### src/wb_pkg.sv
package wb_pkg;

  // Bus widths
  typedef logic [31:0] wb_adr_t;
  typedef logic [31:0] wb_dat_t;
  typedef logic [3:0]  wb_sel_t;

  localparam int N_SLAVES = 2;
  typedef logic [N_SLAVES-1:0] slv_vec_t;

  // Slave slots, also the index into the window tables
  localparam int SLV_REG = 0;
  localparam int SLV_ID  = 1;

  // Inclusive byte windows of each slave
  localparam wb_adr_t SLAVE_BASE [N_SLAVES] = '{
    SLV_REG: 32'h0000_1000,
    SLV_ID:  32'h0000_2000
  };
  localparam wb_adr_t SLAVE_HIGH [N_SLAVES] = '{
    SLV_REG: 32'h0000_10FF,
    SLV_ID:  32'h0000_203F
  };

  // Register bank decodes only the bottom of its window
  localparam int REG_WORDS = 16;
  localparam int ID_WORDS  = 16;
  typedef logic [$clog2(REG_WORDS)-1:0] reg_idx_t;
  typedef logic [$clog2(ID_WORDS)-1:0]  id_idx_t;

  // Vendor, version, slave count, two build words, rest zero
  localparam wb_dat_t ID_ROM [ID_WORDS] = '{
    0:       32'h0000_57B3,
    1:       32'h0001_0002,
    2:       32'(N_SLAVES),
    3:       32'h0000_00A7,
    4:       32'h0000_0C31,
    default: 32'h0000_0000
  };

  localparam int TIMEOUT_CYCLES = 16;
  typedef logic [$clog2(TIMEOUT_CYCLES+1)-1:0] timer_cnt_t;

  typedef struct packed {
    logic    cyc;
    logic    stb;
    logic    we;
    wb_sel_t sel;
    wb_adr_t adr;
    wb_dat_t dat;
  } wb_req_t;

  typedef struct packed {
    wb_dat_t dat;
    logic    ack;
    logic    err;
  } wb_rsp_t;

  typedef wb_rsp_t [N_SLAVES-1:0] slv_rsp_t;

  typedef enum logic [1:0] {ARB_IDLE, ARB_WAIT, ARB_DONE} arb_state_t;

endpackage

### src/wb_addr_decode.sv
`timescale 1ns/1ns

module wb_addr_decode
  import wb_pkg::*;
(
  input  logic     wb_clk_i,
  input  wb_adr_t  adr_i,
  output slv_vec_t hit_o,
  output wb_adr_t  offset_o
);

  slv_vec_t in_win;
  wb_adr_t  base_sel;

  // Window compare for every slave in parallel
  always_comb begin
    for (int i = 0; i < N_SLAVES; i++) begin
      in_win[i] = (adr_i >= SLAVE_BASE[i]) && (adr_i <= SLAVE_HIGH[i]);
    end
  end

  // Base of the window that hit, zero on a miss
  always_comb begin
    base_sel = '0;
    for (int i = 0; i < N_SLAVES; i++) begin
      if (in_win[i]) begin
        base_sel = SLAVE_BASE[i];
      end
    end
  end

  // Hit and offset share one register stage
  always_ff @(posedge wb_clk_i) begin
    hit_o    <= in_win;
    offset_o <= adr_i - base_sel;
  end

  // Windows in the map must never overlap
  a_hit_onehot: assert property (
    @(posedge wb_clk_i) !$isunknown(hit_o) |-> $onehot0(hit_o)
  ) else $error("wb_addr_decode: more than one window hit, hit_o=%b", hit_o);

endmodule

### src/wb_bus_timer.sv
`timescale 1ns/1ns

module wb_bus_timer
  import wb_pkg::*;
(
  input  logic wb_clk_i,
  input  logic wb_rst_i,
  input  logic clear_i,
  output logic expired_o
);

  timer_cnt_t cnt;

  assign expired_o = (cnt >= timer_cnt_t'(TIMEOUT_CYCLES));

  // Saturates at the limit so expiry holds until cleared
  always_ff @(posedge wb_clk_i) begin
    if (wb_rst_i || clear_i) begin
      cnt <= '0;
    end else if (!expired_o) begin
      cnt <= cnt + 1'b1;
    end
  end

endmodule

### src/wbs_arbiter.sv
`timescale 1ns/1ns

module wbs_arbiter
  import wb_pkg::*;
(
  input  logic     wb_clk_i,
  input  logic     wb_rst_i,
  input  wb_req_t  wbm_req_i,
  output wb_rsp_t  wbm_rsp_o,
  output wb_req_t  wbs_req_o,
  output slv_vec_t wbs_cyc_o,
  input  slv_rsp_t wbs_rsp_i
);

  // Input stage
  wb_req_t    req_q;
  slv_rsp_t   slv_q;

  // Request payload and strobe lined up with the decode result
  wb_req_t    req_d;
  logic       stb_d;

  slv_vec_t   hit;
  wb_adr_t    offset;
  logic       expired;

  arb_state_t state;
  slv_vec_t   active;
  slv_vec_t   cyc_q;
  wb_req_t    fwd_q;
  wb_rsp_t    act_rsp;
  logic       rsp_ack_q;
  logic       rsp_err_q;
  wb_dat_t    rsp_dat_q;

  always_ff @(posedge wb_clk_i) begin
    req_q <= wbm_req_i;
    slv_q <= wbs_rsp_i;
    req_d <= req_q;
  end

  always_ff @(posedge wb_clk_i) begin
    if (wb_rst_i) begin
      stb_d <= 1'b0;
    end else begin
      stb_d <= req_q.cyc & req_q.stb;
    end
  end

  wb_addr_decode i_decode (
    .wb_clk_i (wb_clk_i),
    .adr_i    (req_q.adr),
    .hit_o    (hit),
    .offset_o (offset)
  );

  wb_bus_timer i_timer (
    .wb_clk_i  (wb_clk_i),
    .wb_rst_i  (wb_rst_i),
    .clear_i   (state != ARB_WAIT),
    .expired_o (expired)
  );

  // Only the latched slave can drive the return path
  always_comb begin
    act_rsp = '0;
    for (int i = 0; i < N_SLAVES; i++) begin
      if (active[i]) begin
        act_rsp = act_rsp | slv_q[i];
      end
    end
  end

  always_ff @(posedge wb_clk_i) begin
    if (wb_rst_i) begin
      state     <= ARB_IDLE;
      active    <= '0;
      cyc_q     <= '0;
      rsp_ack_q <= 1'b0;
      rsp_err_q <= 1'b0;
    end else begin
      rsp_ack_q <= 1'b0;
      rsp_err_q <= 1'b0;
      case (state)
        ARB_IDLE: begin
          if (stb_d) begin
            if (hit == '0) begin
              // Nothing mapped here
              rsp_err_q <= 1'b1;
              state     <= ARB_DONE;
            end else begin
              active <= hit;
              cyc_q  <= hit;
              state  <= ARB_WAIT;
            end
          end
        end
        ARB_WAIT: begin
          if (act_rsp.ack || act_rsp.err) begin
            rsp_ack_q <= act_rsp.ack;
            rsp_err_q <= act_rsp.err;
            cyc_q     <= '0;
            state     <= ARB_DONE;
          end else if (expired) begin
            rsp_err_q <= 1'b1;
            cyc_q     <= '0;
            state     <= ARB_DONE;
          end
        end
        ARB_DONE: begin
          // Master must drop stb before a new access is taken
          if (!stb_d) begin
            state <= ARB_IDLE;
          end
        end
        default: state <= ARB_IDLE;
      endcase
    end
  end

  // Slave request fields are latched at the start of an access
  always_ff @(posedge wb_clk_i) begin
    if (state == ARB_IDLE && stb_d) begin
      fwd_q.cyc <= 1'b0;
      fwd_q.stb <= 1'b0;
      fwd_q.we  <= req_d.we;
      fwd_q.sel <= req_d.sel;
      fwd_q.adr <= offset;
      fwd_q.dat <= req_d.dat;
    end
    rsp_dat_q <= act_rsp.dat;
  end

  // Output stage
  always_ff @(posedge wb_clk_i) begin
    if (wb_rst_i) begin
      wbm_rsp_o <= '0;
      wbs_cyc_o <= '0;
    end else begin
      wbm_rsp_o <= '{dat: rsp_dat_q, ack: rsp_ack_q, err: rsp_err_q};
      wbs_cyc_o <= cyc_q;
    end
  end

  always_ff @(posedge wb_clk_i) begin
    wbs_req_o <= fwd_q;
  end

  a_cyc_onehot: assert property (
    @(posedge wb_clk_i) disable iff (wb_rst_i) $onehot0(wbs_cyc_o)
  ) else $error("wbs_arbiter: more than one slave selected, cyc=%b", wbs_cyc_o);

  a_ack_err_excl: assert property (
    @(posedge wb_clk_i) disable iff (wb_rst_i) !(wbm_rsp_o.ack && wbm_rsp_o.err)
  ) else $error("wbs_arbiter: ack and err high together");

endmodule

### src/wb_reg_slave.sv
`timescale 1ns/1ns

module wb_reg_slave
  import wb_pkg::*;
(
  input  logic    wb_clk_i,
  input  logic    wb_rst_i,
  input  logic    cyc_i,
  input  wb_req_t req_i,
  output wb_rsp_t rsp_o
);

  wb_dat_t  regs [REG_WORDS];
  reg_idx_t idx;
  logic     in_range;
  logic     answered;
  logic     take;
  logic     ack_q;
  wb_dat_t  dat_q;

  assign idx      = req_i.adr[2 +: $bits(reg_idx_t)];
  // Upper part of the window is left undecoded
  assign in_range = (req_i.adr < wb_adr_t'(REG_WORDS * 4));
  assign take     = cyc_i && !answered && in_range;

  always_ff @(posedge wb_clk_i) begin
    if (wb_rst_i) begin
      answered <= 1'b0;
      ack_q    <= 1'b0;
      for (int w = 0; w < REG_WORDS; w++) begin
        regs[w] <= '0;
      end
    end else begin
      ack_q <= take;
      if (!cyc_i) begin
        answered <= 1'b0;
      end else if (take) begin
        answered <= 1'b1;
      end
      if (take && req_i.we) begin
        for (int b = 0; b < $bits(wb_sel_t); b++) begin
          if (req_i.sel[b]) begin
            regs[idx][8*b +: 8] <= req_i.dat[8*b +: 8];
          end
        end
      end
    end
  end

  // Read data is the word as stored before any write in the same access
  always_ff @(posedge wb_clk_i) begin
    if (take) begin
      dat_q <= regs[idx];
    end
  end

  assign rsp_o = '{dat: dat_q, ack: ack_q, err: 1'b0};

  a_single_ack: assert property (
    @(posedge wb_clk_i) disable iff (wb_rst_i) rsp_o.ack |=> !rsp_o.ack
  ) else $error("wb_reg_slave: ack longer than one cycle");

endmodule

### src/wb_id_slave.sv
`timescale 1ns/1ns

module wb_id_slave
  import wb_pkg::*;
(
  input  logic    wb_clk_i,
  input  logic    wb_rst_i,
  input  logic    cyc_i,
  input  wb_req_t req_i,
  output wb_rsp_t rsp_o
);

  id_idx_t idx;
  logic    answered;
  logic    take;
  logic    ack_q;
  logic    err_q;
  wb_dat_t dat_q;

  // Whole window maps onto the table
  assign idx  = req_i.adr[2 +: $bits(id_idx_t)];
  assign take = cyc_i && !answered;

  always_ff @(posedge wb_clk_i) begin
    if (wb_rst_i) begin
      answered <= 1'b0;
      ack_q    <= 1'b0;
      err_q    <= 1'b0;
    end else begin
      ack_q    <= take && !req_i.we;
      err_q    <= take && req_i.we;
      answered <= cyc_i && (answered || take);
    end
  end

  always_ff @(posedge wb_clk_i) begin
    if (take) begin
      dat_q <= ID_ROM[idx];
    end
  end

  assign rsp_o = '{dat: dat_q, ack: ack_q, err: err_q};

  // Reply follows a rising cyc by one cycle
  a_reply: assert property (
    @(posedge wb_clk_i) disable iff (wb_rst_i) $rose(cyc_i) |=> (rsp_o.ack || rsp_o.err)
  ) else $error("wb_id_slave: no reply one cycle after cyc");

endmodule

### src/wb_subsystem_top.sv
`timescale 1ns/1ns

module wb_subsystem_top
  import wb_pkg::*;
(
  input  logic    wb_clk_i,
  input  logic    wb_rst_i,
  input  wb_req_t wbm_req_i,
  output wb_rsp_t wbm_rsp_o
);

  // Shared slave request with a one-hot select
  wb_req_t  wbs_req;
  slv_vec_t wbs_cyc;
  slv_rsp_t wbs_rsp;

  wbs_arbiter i_arbiter (
    .wb_clk_i  (wb_clk_i),
    .wb_rst_i  (wb_rst_i),
    .wbm_req_i (wbm_req_i),
    .wbm_rsp_o (wbm_rsp_o),
    .wbs_req_o (wbs_req),
    .wbs_cyc_o (wbs_cyc),
    .wbs_rsp_i (wbs_rsp)
  );

  wb_reg_slave i_reg_slave (
    .wb_clk_i (wb_clk_i),
    .wb_rst_i (wb_rst_i),
    .cyc_i    (wbs_cyc[SLV_REG]),
    .req_i    (wbs_req),
    .rsp_o    (wbs_rsp[SLV_REG])
  );

  wb_id_slave i_id_slave (
    .wb_clk_i (wb_clk_i),
    .wb_rst_i (wb_rst_i),
    .cyc_i    (wbs_cyc[SLV_ID]),
    .req_i    (wbs_req),
    .rsp_o    (wbs_rsp[SLV_ID])
  );

  // A slave only speaks while the arbiter still selects it
  a_reg_reply_in_cyc: assert property (
    @(posedge wb_clk_i) disable iff (wb_rst_i)
    (wbs_rsp[SLV_REG].ack || wbs_rsp[SLV_REG].err) |-> wbs_cyc[SLV_REG]
  ) else $error("wb_subsystem_top: register bank replied outside its cyc");

  a_id_reply_in_cyc: assert property (
    @(posedge wb_clk_i) disable iff (wb_rst_i)
    (wbs_rsp[SLV_ID].ack || wbs_rsp[SLV_ID].err) |-> wbs_cyc[SLV_ID]
  ) else $error("wb_subsystem_top: identification block replied outside its cyc");

endmodule

### config.mk
export PLATFORM = sky130hd
export DESIGN_NAME = wb_subsystem_top
export DESIGN_NICKNAME = d
export VERILOG_FILES = /design/src/wb_pkg.sv /design/src/wb_addr_decode.sv /design/src/wb_bus_timer.sv /design/src/wbs_arbiter.sv /design/src/wb_reg_slave.sv /design/src/wb_id_slave.sv /design/src/wb_subsystem_top.sv
export SDC_FILE = /design/constraint.sdc
export NUM_CORES = 1
export LEC_CHECK = 0
export CAP_MARGIN = 20
export CORE_ASPECT_RATIO = 0.7
export CORE_MARGIN = 5
export CORE_UTILIZATION = 30
export CTS_CLUSTER_SIZE = 14
export DETAILED_ROUTE_END_ITERATION = 6
export DONT_BUFFER_PORTS = 1
export SYNTH_ARGS = -nofsm -noshare
export SYNTH_HDL_FRONTEND = slang
export SYNTH_SLANG_ARGS = --single-unit
### constraint.sdc
create_clock -name wb_clk_i -period 3.95 [get_ports wb_clk_i]
set_input_delay 0.79 -clock wb_clk_i [delete_from_list [all_inputs] [get_ports wb_clk_i]]
set_output_delay 0.79 -clock wb_clk_i [all_outputs]
set_load 0.02 [all_outputs]
==> impl_results.rst <==
.. list-table::
   :header-rows: 1

   * - Metric
     - Value
   * - Status
     - completed
   * - Pin count of the biggest net entering global routing
     - 115
   * - Buffers inserted during post-CTS setup optimization
     - 0
   * - Ant. Diodes
     - 0
   * - Synthesized Nets
     - 2291
   * - Number of sinks on the clock net
     - 954
   * - Launching element type of the critical path
     - flip-flop
   * - Core Rows
     - just over 100
   * - Overall die height
     - around 290 um
   * - Routed wire length
     - approximately 80 mm
   * - Mean Syn Cell Area
     - 15.2 um^2
   * - Required time worst endpoint
     - 4.59 ns
   * - Number of global-route vias before repair
     - between 15k and 20k
   * - Internal power summed over all cells
     - 16.5 mW
   * - Placed wire-length estimate after detailed placement
     - 50.4 mm
   * - Least-Margin Pin Slew
     - 0.996 ns
   * - Pleak
     - 13.2 nW
   * - Overall global routing resource usage
     - 13.2%
   * - Multi-input logic area
     - 7680 um^2
   * - PnR Total Power
     - around 21 mW
   * - Top cell type's share of synthesized area
     - 55.3%
   * - Number of gates resized after CTS
     - 0
   * - Share of post-route cells with drive strength above 1
     - 16.8%
   * - RSZ-0062 raised after global routing
     - false
   * - Largest vdd supply drop
     - between 0.3 and 0.4 mV
   * - Die outline area
     - 119000 um^2
   * - Final number of max-transition violations
     - 0
   * - Placer's final routability congestion estimate
     - 0.810
   * - Count of unresolved DRC violations after routing
     - 0
   * - Cell at the root of the clock tree
     - clkbuf_16
   * - Routed via count
     - 17.9k
   * - Initial core utilization
     - a little under a third
   * - Minimum clock period after layout
     - 3.31 ns
   * - Detailed-router iteration count before antenna repair
     - 5
   * - Clock network fraction of design power
     - 44.7%
   * - Core Area
     - 111000 um^2
   * - Final setup fails
     - 0
   * - Clock Skews
     - 0.0539 ns
   * - Number of storage elements in the synthesis netlist
     - 954
   * - Chip width
     - 410 um
   * - Async set or reset register ratio after synthesis
     - 0%
   * - Upper clock frequency limit
     - 0.302 GHz
   * - Buffers from clock root to sink, at most
     - 3
   * - Top cells by count, synth
     - edfxtp_1, nor2_1, dfxtp_1
   * - Kind of critical path
     - reg -> reg
   * - Fin. Hold Viols
     - 0
   * - Share of the clock period used by the worst path
     - 83.9%
   * - Data arrival, critical path
     - 3.95 ns
   * - Main area contributors after synthesis
     - edfxtp_1, dfxtp_1, mux4_2
   * - Total power density per cell area
     - 537 nW/um^2
   * - Part of the total power dissipated in combinational logic
     - 2.7%
   * - Detailed-route wire length per cell
     - 20.9 um
   * - Insertion delay to the later sink of the worst-skew pair
     - ~0.71 ns
   * - Cell with the most instances after synthesis
     - edfxtp_1
   * - Count of yosys warnings during synthesis
     - 0
   * - Sw Share
     - 21.1%
   * - Cells after Synth
     - about 2.2k
   * - Flip-flop and latch area
     - 25300 um^2
   * - Setup Total Neg Slack
     - 0 ns
   * - Area growth syn-to-layout
     - 15.6%
   * - CTS Buf Count
     - 93
   * - I/O pin count
     - 107
   * - Total of hold buffers inserted after clock tree synthesis
     - 0
   * - Net switching power
     - 4.39 mW
   * - Total standard cell area after synthesis
     - around 34000 um^2
   * - Antenna violations before repair
     - 0
   * - Number of nets at the end of the flow
     - around 2.3k
   * - # port buffers
     - 0
   * - Path type of the worst min-delay path
     - in -> reg
   * - Clk pin slew, worst setup/hold paths
     - about 0.060 ns
   * - Post-synth top flop
     - edfxtp_1
   * - Count of routing violations after the opening detailed-route iteration
     - 2180
   * - TritonCTS clock tree
     - built
   * - Cell accounting for the most synthesized area
     - edfxtp_1
   * - GRT Residual Overflow
     - 0
   * - Global-route wire length before repair
     - 119 mm
   * - Relative max-transition margin
     - 33.6%
   * - Synth cell types
     - 48
   * - Number of flops mapped to enable cells by yosys
     - slightly above 600
   * - Detail-routed via count per cell
     - between 4 and 5
   * - Sequential fraction of design power
     - 52.6%
   * - Max cap viols
     - 0
   * - Critical-path maximum fanout
     - 5
   * - Portion of the post-synthesis area used by sequential elements
     - 75.2%
   * - Max H-tree Level
     - 3
   * - CP Capture Type
     - flip-flop
   * - Final ANT Viol Nets
     - 0
   * - Total of fill cells in the finished design
     - 10.4k
logic make-up (layout without fill, tap and decap cells):
logic type	Yosys count	in the layout	synth area share, %
compound gates	159	159	3.48
xor+xnor	20	20	0.521
fa+ha+maj	9	9	0.357
buf+inv	169	279	1.96
flops	954	954	75.2
mux	129	129	8.60
simple gates	769	769	9.84
power groups by stage:
stage / Sequential (mW) / Combinational (mW) / Clock [mW]
2_1_floorplan: 11.2 / 0.354 / 0
3_3_place_gp: 11.2 / 0.542 / 0
3_5_place_dp: 11.2 / 0.553 / 0
4_1_cts: 11.0 / 0.554 / 9.57
5_1_grt: 11.0 / 0.591 / 10.0
6_report: 11.0 / 0.554 / 9.33
through the flow:
| step | setup WS [ns] | utilization [%] | area [um^2] | cells | hold WS (ns) |
|---|---|---|---|---|---|
| 6_report | 0.636 | 35.0 | 38900 | 3775 | 0.104 |
| 5_1_grt | 0.348 | 35.0 | 38900 | 3775 | 0.0539 |
| 4_1_cts | 0.612 | 35.0 | 38900 | 3775 | 0.0575 |
| 3_5_place_dp | 0.640 | 32.1 | 35600 | 3601 | 0.312 |
| 3_3_place_gp | 0.624 | 32.1 | 35600 | 3601 | 0.312 |
| 2_1_floorplan | 1.04 | - | 33600 | 2209 | 0.310 |
worst paths after layout:
path | slack, ns | start | endpoint | cells past startpoint
worst max register to register | 0.64 | i_arbiter.req_q[56]$_DFF_P_ | i_arbiter.i_decode.offset_o[30]$_DFF_P_ | 10
worst max-delay path | 0.64 | i_arbiter.req_q[56]$_DFF_P_ | i_arbiter.i_decode.offset_o[30]$_DFF_P_ | 10
worst min-delay path | 0.10 | wbm_req_i[39] | i_arbiter.req_q[39]$_DFF_P_ | 0
worst min register to register | 0.33 | i_arbiter.req_q[29]$_DFF_P_ | i_arbiter.req_d[29]$_DFF_P_ | 0
layout make-up:
cell class                 count  area share, %
clock buffer                 126           6.81
timing repair buffer          96           1.92
sequential                   954           65.1
tap                         1456           4.69
multi-input combinational   1086           19.8
clock inverter                48           1.61
inverter                       9         0.0869
critical path, cell delays in order, from the launching register on:
cell and delay, ns:
dfxtp_1 0.36, or4_4 0.56, or4_4 0.47, nor3_4 0.26
and3_1 0.18, ha_1 0.17, fa_1 0.22, nor2b_1 0.27
nand4_1 0.28, nor4_1 0.32, xor2_1 0.16
layout by cell type (no fill, tap or decap), drive strengths merged, types with 4 or more instances in the layout:
master / count
buf: 96
o21bai: 65
edfxtp: 619
bufinv: 9
a22o: 10
nand2b: 4
clkbuf: 126
mux4: 128
a22oi: 66
a21oi: 10
dfxtp: 335
nor3: 9
nand4: 15
nor2: 528
nand3: 20
inv: 20
nor4: 11
ha: 8
and2: 30
xor2: 13
xnor2: 7
o21ai: 4
nand2: 88
nor2b: 46
clkinv: 27
state kept, by name, summed over array words and instances (netlist names), 2 cells and up:
name,cells
i_arbiter.cyc_q,2
i_arbiter.rsp_dat_q,32
i_arbiter.wbs_cyc_o,2
i_arbiter.i_decode.offset_o,30
i_arbiter.req_q,69
i_arbiter.state,2
i_reg_slave.dat_q,32
i_id_slave.dat_q,8
i_arbiter.i_decode.hit_o,2
i_arbiter.i_timer.cnt,5
i_arbiter.wbs_req_o,67
i_arbiter.req_d,37
i_arbiter.active,2
i_arbiter.wbm_rsp_o,34
i_reg_slave.regs,512
i_arbiter.fwd_q,67
i_arbiter.slv_q,43
metal layers:
metal	track usage [%]	vias up	share of wire, %
met3	4.07	110	10
met1	19.9	9006	46
met5	0	-	0
met2	18.7	802	42
li1	-	8018	-
met4	2.83	0	1.6
No activity file was read; power rests on OpenSTA's default activity.
